**src/logic/mapper_pkg.sv**
```systemverilog
package mapper_pkg;

	localparam logic [7:0] MAP_IDX = 8'd252;

	localparam int PRG_BANKS = 2;
	localparam int CHR_BANKS = 8;
	localparam int BANK_W = 8;
	localparam int PRG_ADDR_W = 19;
	localparam int CHR_ADDR_W = 18;

	// Prescaler runs 341 -> 2 in steps of 3, one scanline per lap
	localparam int IRQ_PRE_W = 9;
	localparam logic [IRQ_PRE_W-1:0] IRQ_PRESCALE_LOAD = 9'd341;
	localparam logic [IRQ_PRE_W-1:0] IRQ_PRESCALE_STEP = 9'd3;
	localparam logic [IRQ_PRE_W-1:0] IRQ_PRESCALE_HIT = 9'd2;

	// CPU register map, selected by cpu_addr[14:12]
	localparam logic [2:0] REG_PRG0 = 3'b000;
	localparam logic [2:0] REG_PRG1 = 3'b010;
	localparam logic [2:0] REG_CHR_FIRST = 3'b011;
	localparam logic [2:0] REG_CHR_LAST = 3'b110;
	localparam logic [2:0] REG_IRQ = 3'b111;

	// IRQ block sub-registers, selected by cpu_addr[3:2]
	localparam logic [1:0] IRQ_SUB_LATCH_LO = 2'b00;
	localparam logic [1:0] IRQ_SUB_LATCH_HI = 2'b01;
	localparam logic [1:0] IRQ_SUB_CTRL = 2'b10;
	localparam logic [1:0] IRQ_SUB_ACK = 2'b11;

	// Bit positions in a control write
	localparam int CTRL_EN_AFTER = 0;
	localparam int CTRL_EN = 1;
	localparam int CTRL_CYCLE = 2;

	// Save-state address map
	localparam logic [7:0] SS_CHR_BASE = 8'd0;
	localparam logic [7:0] SS_PRG_BASE = 8'd8;
	localparam logic [7:0] SS_IRQ_CTRL = 8'd10;
	localparam logic [7:0] SS_IRQ_CNT = 8'd11;
	localparam logic [7:0] SS_IRQ_LATCH = 8'd12;
	localparam logic [7:0] SS_IRQ_PRE = 8'd13;
	localparam logic [7:0] SS_IDX = 8'd127;
	localparam logic [7:0] SS_EMPTY = 8'hff;

endpackage

```
**src/logic/addr_translate.sv**
```systemverilog
`timescale 1ns/1ps

module addr_translate import mapper_pkg::*; (
	input  logic [14:0]           cpu_addr,
	input  logic                  cpu_rw,
	input  logic                  cpu_ce,
	input  logic                  m2,
	input  logic [13:0]           ppu_addr,
	input  logic                  ppu_oe,
	input  logic                  ppu_we,
	input  logic                  cfg_mir_v,
	input  logic [BANK_W-1:0]     prg_bank0,
	input  logic [BANK_W-1:0]     prg_bank1,
	input  logic [BANK_W-1:0]     chr_bank [0:CHR_BANKS-1],
	output logic [PRG_ADDR_W-1:0] prg_addr,
	output logic [CHR_ADDR_W-1:0] chr_addr,
	output logic [12:0]           srm_addr,
	output logic                  prg_oe,
	output logic                  chr_oe,
	output logic                  rom_ce,
	output logic                  ram_ce,
	output logic                  ram_we,
	output logic                  chr_ce,
	output logic                  chr_we,
	output logic                  ciram_a10,
	output logic                  ciram_ce
);

	always_comb begin
		prg_addr[12:0] = cpu_addr[12:0];
		if (cpu_ce) begin
			prg_addr[PRG_ADDR_W-1:13] = '0;
		end else begin
			case (cpu_addr[14:13])
				2'd0: prg_addr[PRG_ADDR_W-1:13] = prg_bank0[PRG_ADDR_W-14:0];
				2'd1: prg_addr[PRG_ADDR_W-1:13] = prg_bank1[PRG_ADDR_W-14:0];
				// Top 16 KB is fixed to the last two pages
				default: prg_addr[PRG_ADDR_W-1:13] = {{(PRG_ADDR_W-14){1'b1}}, cpu_addr[13]};
			endcase
		end
	end

	assign chr_addr = {chr_bank[ppu_addr[12:10]], ppu_addr[9:0]};
	assign srm_addr = cpu_addr[12:0];

	assign prg_oe = cpu_rw;
	assign chr_oe = !ppu_oe;
	assign rom_ce = !cpu_ce;
	assign ram_ce = (cpu_addr[14:13] == 2'b11) && cpu_ce && m2;
	assign ram_we = ram_ce && !cpu_rw;

	// Vertical mirroring takes A10, horizontal takes A11
	assign ciram_a10 = cfg_mir_v ? ppu_addr[10] : ppu_addr[11];
	assign ciram_ce = !ppu_addr[13];
	assign chr_ce = ciram_ce;
	assign chr_we = !ppu_we && ciram_ce;

endmodule

```
**src/logic/bank_regs.sv**
```systemverilog
`timescale 1ns/1ps

module bank_regs import mapper_pkg::*; (
	input  logic              m2,
	input  logic              arst_n,
	input  logic [14:0]       cpu_addr,
	input  logic [7:0]        cpu_dat,
	input  logic              cpu_rw,
	input  logic              cpu_ce,
	input  logic              ss_act,
	input  logic              ss_we,
	input  logic [7:0]        ss_addr,
	output logic [BANK_W-1:0] prg_bank0,
	output logic [BANK_W-1:0] prg_bank1,
	output logic [BANK_W-1:0] chr_bank [0:CHR_BANKS-1]
);

	logic [BANK_W-1:0] prg_bank [PRG_BANKS];
	logic [BANK_W-1:0] chr_reg [CHR_BANKS];
	logic              cpu_wr;
	logic [2:0]        reg_sel;
	logic              chr_sel;
	logic [1:0]        chr_pair;
	logic [2:0]        chr_idx;
	logic              ss_chr_sel;
	logic              ss_prg_sel;

	assign cpu_wr = !cpu_ce && !cpu_rw;
	assign reg_sel = cpu_addr[14:12];
	assign chr_sel = (reg_sel >= REG_CHR_FIRST) && (reg_sel <= REG_CHR_LAST);

	// Each code 011..110 covers a pair of banks, cpu_addr[3] picks one of them
	assign chr_pair = 2'(reg_sel - REG_CHR_FIRST);
	assign chr_idx = {chr_pair, cpu_addr[3]};

	assign ss_chr_sel = ss_addr[7:3] == SS_CHR_BASE[7:3];
	assign ss_prg_sel = ss_addr[7:1] == SS_PRG_BASE[7:1];

	always_ff @(negedge m2 or negedge arst_n) begin
		if (!arst_n) begin
			for (int i = 0; i < PRG_BANKS; i++) begin
				prg_bank[i] <= '0;
			end
			for (int i = 0; i < CHR_BANKS; i++) begin
				chr_reg[i] <= '0;
			end
		end else if (ss_act) begin
			if (ss_we && ss_chr_sel) begin
				chr_reg[ss_addr[2:0]] <= cpu_dat;
			end
			if (ss_we && ss_prg_sel) begin
				prg_bank[ss_addr[0]] <= cpu_dat;
			end
		end else if (cpu_wr) begin
			if (reg_sel == REG_PRG0) begin
				prg_bank[0] <= cpu_dat;
			end
			if (reg_sel == REG_PRG1) begin
				prg_bank[1] <= cpu_dat;
			end
			// CHR banks are loaded one nibble at a time from cpu_dat[3:0]
			if (chr_sel && !cpu_addr[2]) begin
				chr_reg[chr_idx][3:0] <= cpu_dat[3:0];
			end
			if (chr_sel && cpu_addr[2]) begin
				chr_reg[chr_idx][7:4] <= cpu_dat[3:0];
			end
		end
	end

	assign prg_bank0 = prg_bank[0];
	assign prg_bank1 = prg_bank[1];

	always_comb begin
		for (int i = 0; i < CHR_BANKS; i++) begin
			chr_bank[i] = chr_reg[i];
		end
	end

	a_ss_we_in_ss_mode: assert property (
		@(negedge m2) disable iff (!arst_n)
		ss_we |-> ss_act
	) else $error("save-state write strobe seen outside save-state mode");

endmodule

```
**src/logic/mapper_252.sv**
```systemverilog
`timescale 1ns/1ps

module mapper_252 import mapper_pkg::*; (
	input  logic                  m2,
	input  logic                  arst_n,
	input  logic [14:0]           cpu_addr,
	input  logic [7:0]            cpu_dat,
	input  logic                  cpu_rw,
	input  logic                  cpu_ce,
	input  logic [13:0]           ppu_addr,
	input  logic                  ppu_oe,
	input  logic                  ppu_we,
	input  logic                  cfg_mir_v,
	input  logic                  ss_act,
	input  logic                  ss_we,
	input  logic [7:0]            ss_addr,
	output logic [PRG_ADDR_W-1:0] prg_addr,
	output logic [CHR_ADDR_W-1:0] chr_addr,
	output logic [12:0]           srm_addr,
	output logic                  prg_oe,
	output logic                  chr_oe,
	output logic                  rom_ce,
	output logic                  ram_ce,
	output logic                  ram_we,
	output logic                  chr_ce,
	output logic                  chr_we,
	output logic                  ciram_a10,
	output logic                  ciram_ce,
	output logic                  irq,
	output logic [7:0]            ss_rdat
);

	logic [BANK_W-1:0] prg_bank0;
	logic [BANK_W-1:0] prg_bank1;
	logic [BANK_W-1:0] chr_bank [0:CHR_BANKS-1];
	logic [7:0]        irq_ss_rdat;

	bank_regs u_bank_regs (
		.m2        (m2),
		.arst_n    (arst_n),
		.cpu_addr  (cpu_addr),
		.cpu_dat   (cpu_dat),
		.cpu_rw    (cpu_rw),
		.cpu_ce    (cpu_ce),
		.ss_act    (ss_act),
		.ss_we     (ss_we),
		.ss_addr   (ss_addr),
		.prg_bank0 (prg_bank0),
		.prg_bank1 (prg_bank1),
		.chr_bank  (chr_bank)
	);

	vrc_irq_counter u_irq (
		.m2          (m2),
		.arst_n      (arst_n),
		.cpu_addr    (cpu_addr),
		.cpu_dat     (cpu_dat),
		.cpu_rw      (cpu_rw),
		.cpu_ce      (cpu_ce),
		.ss_act      (ss_act),
		.ss_we       (ss_we),
		.ss_addr     (ss_addr),
		.irq         (irq),
		.irq_ss_rdat (irq_ss_rdat)
	);

	addr_translate u_addr_translate (
		.cpu_addr  (cpu_addr),
		.cpu_rw    (cpu_rw),
		.cpu_ce    (cpu_ce),
		.m2        (m2),
		.ppu_addr  (ppu_addr),
		.ppu_oe    (ppu_oe),
		.ppu_we    (ppu_we),
		.cfg_mir_v (cfg_mir_v),
		.prg_bank0 (prg_bank0),
		.prg_bank1 (prg_bank1),
		.chr_bank  (chr_bank),
		.prg_addr  (prg_addr),
		.chr_addr  (chr_addr),
		.srm_addr  (srm_addr),
		.prg_oe    (prg_oe),
		.chr_oe    (chr_oe),
		.rom_ce    (rom_ce),
		.ram_ce    (ram_ce),
		.ram_we    (ram_we),
		.chr_ce    (chr_ce),
		.chr_we    (chr_we),
		.ciram_a10 (ciram_a10),
		.ciram_ce  (ciram_ce)
	);

	state_readback u_state_readback (
		.ss_addr     (ss_addr),
		.prg_bank0   (prg_bank0),
		.prg_bank1   (prg_bank1),
		.chr_bank    (chr_bank),
		.irq_ss_rdat (irq_ss_rdat),
		.ss_rdat     (ss_rdat)
	);

endmodule

```
**src/logic/state_readback.sv**
```systemverilog
`timescale 1ns/1ps

module state_readback import mapper_pkg::*; (
	input  logic [7:0]        ss_addr,
	input  logic [BANK_W-1:0] prg_bank0,
	input  logic [BANK_W-1:0] prg_bank1,
	input  logic [BANK_W-1:0] chr_bank [0:CHR_BANKS-1],
	input  logic [7:0]        irq_ss_rdat,
	output logic [7:0]        ss_rdat
);

	always_comb begin
		if (ss_addr[7:3] == SS_CHR_BASE[7:3]) begin
			ss_rdat = chr_bank[ss_addr[2:0]];
		end else if (ss_addr[7:1] == SS_PRG_BASE[7:1]) begin
			ss_rdat = ss_addr[0] ? prg_bank1 : prg_bank0;
		end else if (ss_addr >= SS_IRQ_CTRL && ss_addr <= SS_IRQ_PRE) begin
			// IRQ block serves its own four bytes
			ss_rdat = irq_ss_rdat;
		end else if (ss_addr == SS_IDX) begin
			ss_rdat = MAP_IDX;
		end else begin
			ss_rdat = SS_EMPTY;
		end
	end

endmodule

```
**src/logic/vrc_irq_counter.sv**
```systemverilog
`timescale 1ns/1ps

module vrc_irq_counter import mapper_pkg::*; (
	input  logic        m2,
	input  logic        arst_n,
	input  logic [14:0] cpu_addr,
	input  logic [7:0]  cpu_dat,
	input  logic        cpu_rw,
	input  logic        cpu_ce,
	input  logic        ss_act,
	input  logic        ss_we,
	input  logic [7:0]  ss_addr,
	output logic        irq,
	output logic [7:0]  irq_ss_rdat
);

	logic [7:0]           irq_latch;
	logic [7:0]           irq_counter;
	logic [IRQ_PRE_W-1:0] irq_prescaler;
	logic                 irq_enable;
	logic                 irq_enable_after;
	logic                 irq_cycle_mode;
	logic                 irq_wr;
	logic                 latch_lo_wr;
	logic                 latch_hi_wr;
	logic                 ctrl_wr;
	logic                 ack_wr;
	logic                 count_en;
	logic                 tick;

	assign irq_wr = !cpu_ce && !cpu_rw && (cpu_addr[14:12] == REG_IRQ);
	assign latch_lo_wr = irq_wr && (cpu_addr[3:2] == IRQ_SUB_LATCH_LO);
	assign latch_hi_wr = irq_wr && (cpu_addr[3:2] == IRQ_SUB_LATCH_HI);
	assign ctrl_wr = irq_wr && (cpu_addr[3:2] == IRQ_SUB_CTRL);
	assign ack_wr = irq_wr && (cpu_addr[3:2] == IRQ_SUB_ACK);

	// A control write owns the counter on its edge
	assign count_en = irq_enable && !ctrl_wr;
	assign tick = count_en && (irq_cycle_mode || irq_prescaler == IRQ_PRESCALE_HIT);

	always_ff @(negedge m2 or negedge arst_n) begin
		if (!arst_n) begin
			irq <= 1'b0;
			irq_enable <= 1'b0;
			irq_enable_after <= 1'b0;
			irq_cycle_mode <= 1'b0;
		end else if (ss_act) begin
			if (ss_we && ss_addr == SS_IRQ_CTRL) begin
				{irq_enable_after, irq, irq_enable, irq_cycle_mode} <= cpu_dat[7:4];
			end
		end else begin
			if (ctrl_wr) begin
				irq_enable_after <= cpu_dat[CTRL_EN_AFTER];
				irq_enable <= cpu_dat[CTRL_EN];
				irq_cycle_mode <= cpu_dat[CTRL_CYCLE];
				irq <= 1'b0;
			end else if (ack_wr) begin
				irq_enable <= irq_enable_after;
				irq <= 1'b0;
			end
			// A wrap on the same edge as an acknowledge still fires
			if (tick && irq_counter == 8'd0) begin
				irq <= 1'b1;
			end
		end
	end

	always_ff @(negedge m2) begin
		if (ss_act) begin
			if (ss_we) begin
				case (ss_addr)
					SS_IRQ_CTRL: irq_prescaler[IRQ_PRE_W-1] <= cpu_dat[3];
					SS_IRQ_CNT: irq_counter <= cpu_dat;
					SS_IRQ_LATCH: irq_latch <= cpu_dat;
					SS_IRQ_PRE: irq_prescaler[7:0] <= cpu_dat;
					default: ;
				endcase
			end
		end else begin
			if (latch_lo_wr) begin
				irq_latch[3:0] <= cpu_dat[3:0];
			end
			if (latch_hi_wr) begin
				irq_latch[7:4] <= cpu_dat[3:0];
			end
			if (ctrl_wr && cpu_dat[CTRL_EN]) begin
				irq_counter <= irq_latch;
				irq_prescaler <= IRQ_PRESCALE_LOAD;
			end else if (tick) begin
				irq_counter <= (irq_counter == 8'd0) ? irq_latch : irq_counter + 8'd1;
				irq_prescaler <= IRQ_PRESCALE_LOAD;
			end else if (count_en) begin
				irq_prescaler <= irq_prescaler - IRQ_PRESCALE_STEP;
			end
		end
	end

	always_comb begin
		case (ss_addr)
			SS_IRQ_CTRL: irq_ss_rdat = {irq_enable_after, irq, irq_enable, irq_cycle_mode,
				irq_prescaler[IRQ_PRE_W-1], 3'b000};
			SS_IRQ_CNT: irq_ss_rdat = irq_counter;
			SS_IRQ_LATCH: irq_ss_rdat = irq_latch;
			SS_IRQ_PRE: irq_ss_rdat = irq_prescaler[7:0];
			default: irq_ss_rdat = SS_EMPTY;
		endcase
	end

	// From any value on the 341 - 3n ladder the prescaler stays in range
	a_prescaler_range: assert property (
		@(negedge m2) disable iff (!arst_n)
		(!$past(ss_act) && $past(irq_prescaler) <= IRQ_PRESCALE_LOAD &&
			$past(irq_prescaler) % IRQ_PRESCALE_STEP == IRQ_PRESCALE_LOAD % IRQ_PRESCALE_STEP)
		|-> irq_prescaler <= IRQ_PRESCALE_LOAD
	) else $error("IRQ prescaler left its range: %0d", irq_prescaler);

	a_irq_needs_enable: assert property (
		@(negedge m2) disable iff (!arst_n)
		(!$past(ss_act) && $rose(irq)) |-> $past(irq_enable)
	) else $error("irq rose while the counter was disabled");

endmodule

```
**config.mk**
```make
export PLATFORM = sky130hd
export DESIGN_NAME = mapper_252
export DESIGN_NICKNAME = d
export VERILOG_FILES = /design/src/logic/mapper_pkg.sv /design/src/logic/addr_translate.sv /design/src/logic/bank_regs.sv /design/src/logic/mapper_252.sv /design/src/logic/state_readback.sv /design/src/logic/vrc_irq_counter.sv
export SDC_FILE = /design/constraint.sdc
export NUM_CORES = 1
export LEC_CHECK = 0
export BUFFER_PORTS_ARGS = -buffer_cell sky130_fd_sc_hd__buf_2
export CORE_MARGIN = 8
export CORE_UTILIZATION = 52
export DETAILED_ROUTE_END_ITERATION = 16
export PLACE_DENSITY = 0.81
export SETUP_SLACK_MARGIN = 0.02
export SYNTH_ARGS = -nofsm -noshare
export SYNTH_HDL_FRONTEND = slang
export SYNTH_SLANG_ARGS = --single-unit
```
**constraint.sdc**
```tcl
create_clock -name m2 -period 2.7 [get_ports m2]
set_input_delay 0.405 -clock m2 [delete_from_list [all_inputs] [get_ports m2]]
set_output_delay 0.405 -clock m2 [all_outputs]
set_load 0.005 [all_outputs]
```
* Word level (Yosys, flattened, before mapping) *
Index checks and enable logic that the tools add are counted.

cells by class
  add/sub/neg operators = 3
  reductions and logical operators = 58
  $lt $le $gt $ge = 11
  multiplexer cells = 72
  equal/unequal tests = 22
  bitwise gates (word level) = 4

operators with widths
  operator                                              count
  two-way mux 64 bit                                    7
  bitwise mux 64 bit                                    3
  two-way mux 8 bit                                     23
  demux 8 bit (select 3 bit)                            3
  binary-select mux 8 bit (select 3 bit)                2
  two-way mux 16 bit                                    3
  two-way mux 9 bit                                     5
  equality test 8 x 4 -> 1 bit (second input constant)  4
  one-hot mux 8 bit (4 select lines)                    1
  logical AND 1 bit                                     24
  AND reduction 3 bit                                   7
  two-way mux 1 bit                                     17
  bitwise mux 16 bit                                    1
  != test 2 x 1 -> 1 bit (second input constant)        8
  >= comparator 4 bit (second input constant)           3
  two-way mux 4 bit                                     3
  NOT 3 -> 4 bit                                        3
  one-hot mux 6 bit (2 select lines)                    1
  nonzero test 2 bit                                    6
  equality test 9 x 2 -> 1 bit (second input constant)  1
  subtractor 9 x 2 -> 9 bit (second input constant)     1
  adder 8 x 1 -> 8 bit (second input constant)          1
  demux 8 bit (select 1 bit)                            1
  equality test 8 x 7 -> 1 bit (second input constant)  1
  other kinds (25)                                      41

storage, ports and cells
  logic and storage cells = 189
  output and inout bits = 68
  bits in registers = 109
  input bits = 54

* Logic depth before layout (Yosys ltp) *
  depth after elaboration = 14
  depth in mapped cells = 8
  depth with buffers taken out = 6

* Modules after synthesis *
Synthesis repeated with hierarchy kept, for this count alone.

second synthesis, totals
  cell total of the unflattened synthesis = 703
  area total of the unflattened synthesis = 7852.5 um^2

modules (own cells, without submodules)
  module           area each (um^2)  instances  cells each
  bank_regs        4027.6            1          320
  vrc_irq_counter  2030.7            1          209
  addr_translate   985.9             1          90
  state_readback   808.3             1          84

==> results_dict.tcl <==
set metrics [dict create \
    vias 8126 \
    die_y_um 139.4 \
    gr-total-overflow 0 \
    leakagePower_nw 5.269 \
    dp.cells 1104 \
    routed_wl_um 33950 \
    detail-route-antenna-nets 0 \
    n_fill_cell 828 \
    status "complete, but fails checks" \
    synthesis.area_um2 7920 \
    async_flop_share 0.7706 \
    ys_top_cells_by_count "dfrtn_1 (84), mux2_2 (78), nand2_1 (61), o22ai_1 (60), buf_4 (43)" \
    vdd_ir_drop_max_uv 331.4 \
    synth_cell_type_count 72 \
    track_usage 0.3189 \
    report.final.hold_viol_count 0 \
    drtIter0Drc 1215 \
    end_kind "output port" \
    nets 1055 \
    htreeDepth 3 \
    start_util 0.5268 \
    hold_class "reg -> reg" \
    grt_pass1_wl_um 47820 \
    holdWs_ns 0.4732 \
    row_count 45 \
    antenna_cells 0 \
    crit_type "reg -> out" \
    violations "setup timing" \
    cts_tree "yes" \
    cts_root_buf "clkbuf_16" \
    numCtsBuffers 9 \
    setup-violations-final 149 \
    synthCells 716 \
    power_density_nw_per_um2 435.5 \
    cap_violations 0 \
    hpwl_um 22010 \
    worstSkewPairLatency_ns 0.46 \
    syn_area_per_cell_um2 11.06 \
    crit_required_ns 2.30 \
    synth-main-ff-cell "dfrtn_1" \
    synth.most_common_cell "dfrtn_1" \
    io-pin-count 122 \
    slew_violations 0 \
    finalClockSkew_ns 0.1016 \
    first_global_vias 8058 \
    grt_max_degree 28 \
    syn-num-nets 774 \
    ys.warnings.count 0 \
    first_pass_iters 6 \
    worstMarginPinSlew_ns 0.6479 \
    clk_path_buf_depth 2 \
    port_buffers 71 \
    grt_antenna_before_repair 0 \
    layout_setup_ws_ns -1.059 \
    synth_edf_count 25 \
    wl_per_cell_um 28.53 \
    finalWeightedCongestion 1.018 \
    coreArea_um2 15030 \
    drive_gt1_frac 0.5798 \
    drc 0 \
    ys_ff_latch 109 \
    ys_seq_area_frac 0.3602 \
    yosysTopAreaCell "dfrtn_1" \
    cts_hold_buf 0 \
    rsz0062_at_grt "true" \
    synth.area.top_cells "dfrtn_1 (27%), mux2_2 (11%), mux4_2 (11%)" \
    relSlewSlack 0.5681 \
    cts.clk_slew.worst_paths_ns 0.06 \
    via_per_inst 6.829 \
    syn_to_final_growth_pct 50.22 \
    yosysTopAreaCellShare 0.2654 \
    crit_arrival_ns 3.35 \
    dieWidth_um 139.4 \
    power_mw 5.181 \
    fin_cells 1190 \
    fp.dieArea_um2 19440 \
    start_kind "flip-flop" \
    cp_max_fo 2 \
]
==> final timing paths <==
| kind | startpoint | end | slack (ns) | cells past startpoint |
|---|---|---|---|---|
| setup / recovery | u_irq.irq_latch[6] | ss_rdat[6] | -1.06 | 4 |
| hold / removal | u_bank_regs.prg_bank1[7] | u_bank_regs.prg_bank1[7] | 0.47 | 1 |
| setup reg to reg | u_irq.irq_counter[4] | u_irq.irq_counter[6] | 0.06 | 7 |
| hold reg to reg | u_bank_regs.prg_bank1[7] | u_bank_regs.prg_bank1[7] | 0.47 | 1 |
| max in group asynchronous | arst_n | u_bank_regs.chr_bank[26] | 0.97 | 2 |
| min in group asynchronous | arst_n | u_bank_regs.chr_bank[45] | 1.19 | 1 |
==> through the flow <==
step	TNS [ns]	worst slack [ns]	utilization	area [um2]
floorplan	-56.77	-0.5585	-	8325
global placement	-90.64	-0.7371	0.6703	10080
detailed placement	-96.04	-0.8144	0.6703	10080
CTS	-40.05	-0.9777	0.7601	11430
global route	-50.82	-1.034	0.7914	11900
finish	-48.43	-1.059	0.7914	11900
==> cell usage in the layout (no fill, tap or decap), types with 8 or more instances in the layout <==
cell type	instances
buf_4	202
dfrtn_1	84
mux2_4	71
nand2_1	58
buf_6	54
inv_1	52
o22ai_1	52
buf_2	50
mux4_2	37
mux2i_1	28
edfxtp_1	25
buf_12	23
nor2_1	16
clkbuf_16	9
nand3_1	8
xnor2_1	8
==> power breakdown <==
group | internal (mW) | total, mW | leakage [nW] | switching, mW
sequential | 1.83 | 1.92 | 1.32 | 0.0936
clock | 0.996 | 1.82 | 0.326 | 0.826
combinational | 0.750 | 1.44 | 3.63 | 0.687
==> routing by layer <==
| layer | part of all wire | track usage | wire length [um] | vias to the layer above |
|---|---|---|---|---|
| met4 | 0.064 | 0.1681 | 2186 | 0 |
| met3 | 0.12 | 0.07045 | 3933 | 198 |
| met5 | 0 | 0 | 0 | - |
| li1 | - | - | - | 3252 |
| met1 | 0.37 | 0.4011 | 12420 | 3968 |
| met2 | 0.45 | 0.5062 | 15400 | 708 |
==> kinds of logic after synthesis <==
logic type / count (synthesis) / synth area share
DFF: 109 / 0.3602
and+or+nand+nor: 170 / 0.1163
buffers and inverters: 118 / 0.08562
adders and majority gates: 4 / 0.006319
xor gates and xnor gates: 13 / 0.01438
muxes: 147 / 0.2566
AOI/OAI and AO/OA: 155 / 0.1607
==> layout make-up <==
type,instances,area [um2],share of cell area
tap,188,235.2,0.01977
inverter,25,93.84,0.007887
multi-input combinational,489,5331,0.4481
clock inverter,32,209.0,0.01756
timing repair buffer,334,2923,0.2457
sequential,109,2853,0.2398
clock buffer,13,252.7,0.02124
==> worst max-delay path: stages (launching register included) <==
cell      delay, ns
edfxtp_1       0.45
mux4_2         0.57
o22ai_2        0.26
a22oi_1        0.13
buf_2          0.16
==> state kept, by name (all words and copies together), names as in the netlist <==
name                    count
u_irq.irq_counter           8
u_irq.irq_latch             8
u_bank_regs.chr_bank       64
u_irq.irq_prescaler         9
u_irq.irq                   1
u_irq.irq_enable            1
u_bank_regs.prg_bank0       8
u_bank_regs.prg_bank1       8
u_irq.irq_cycle_mode        1
u_irq.irq_enable_after      1
==> what timing repair did <==
action,CTS,global route
setup endpoints to repair,149,149
resized for setup,143,78
setup buffers,30,23
pin swaps,58,40
(Power assumes the default switching activity.)
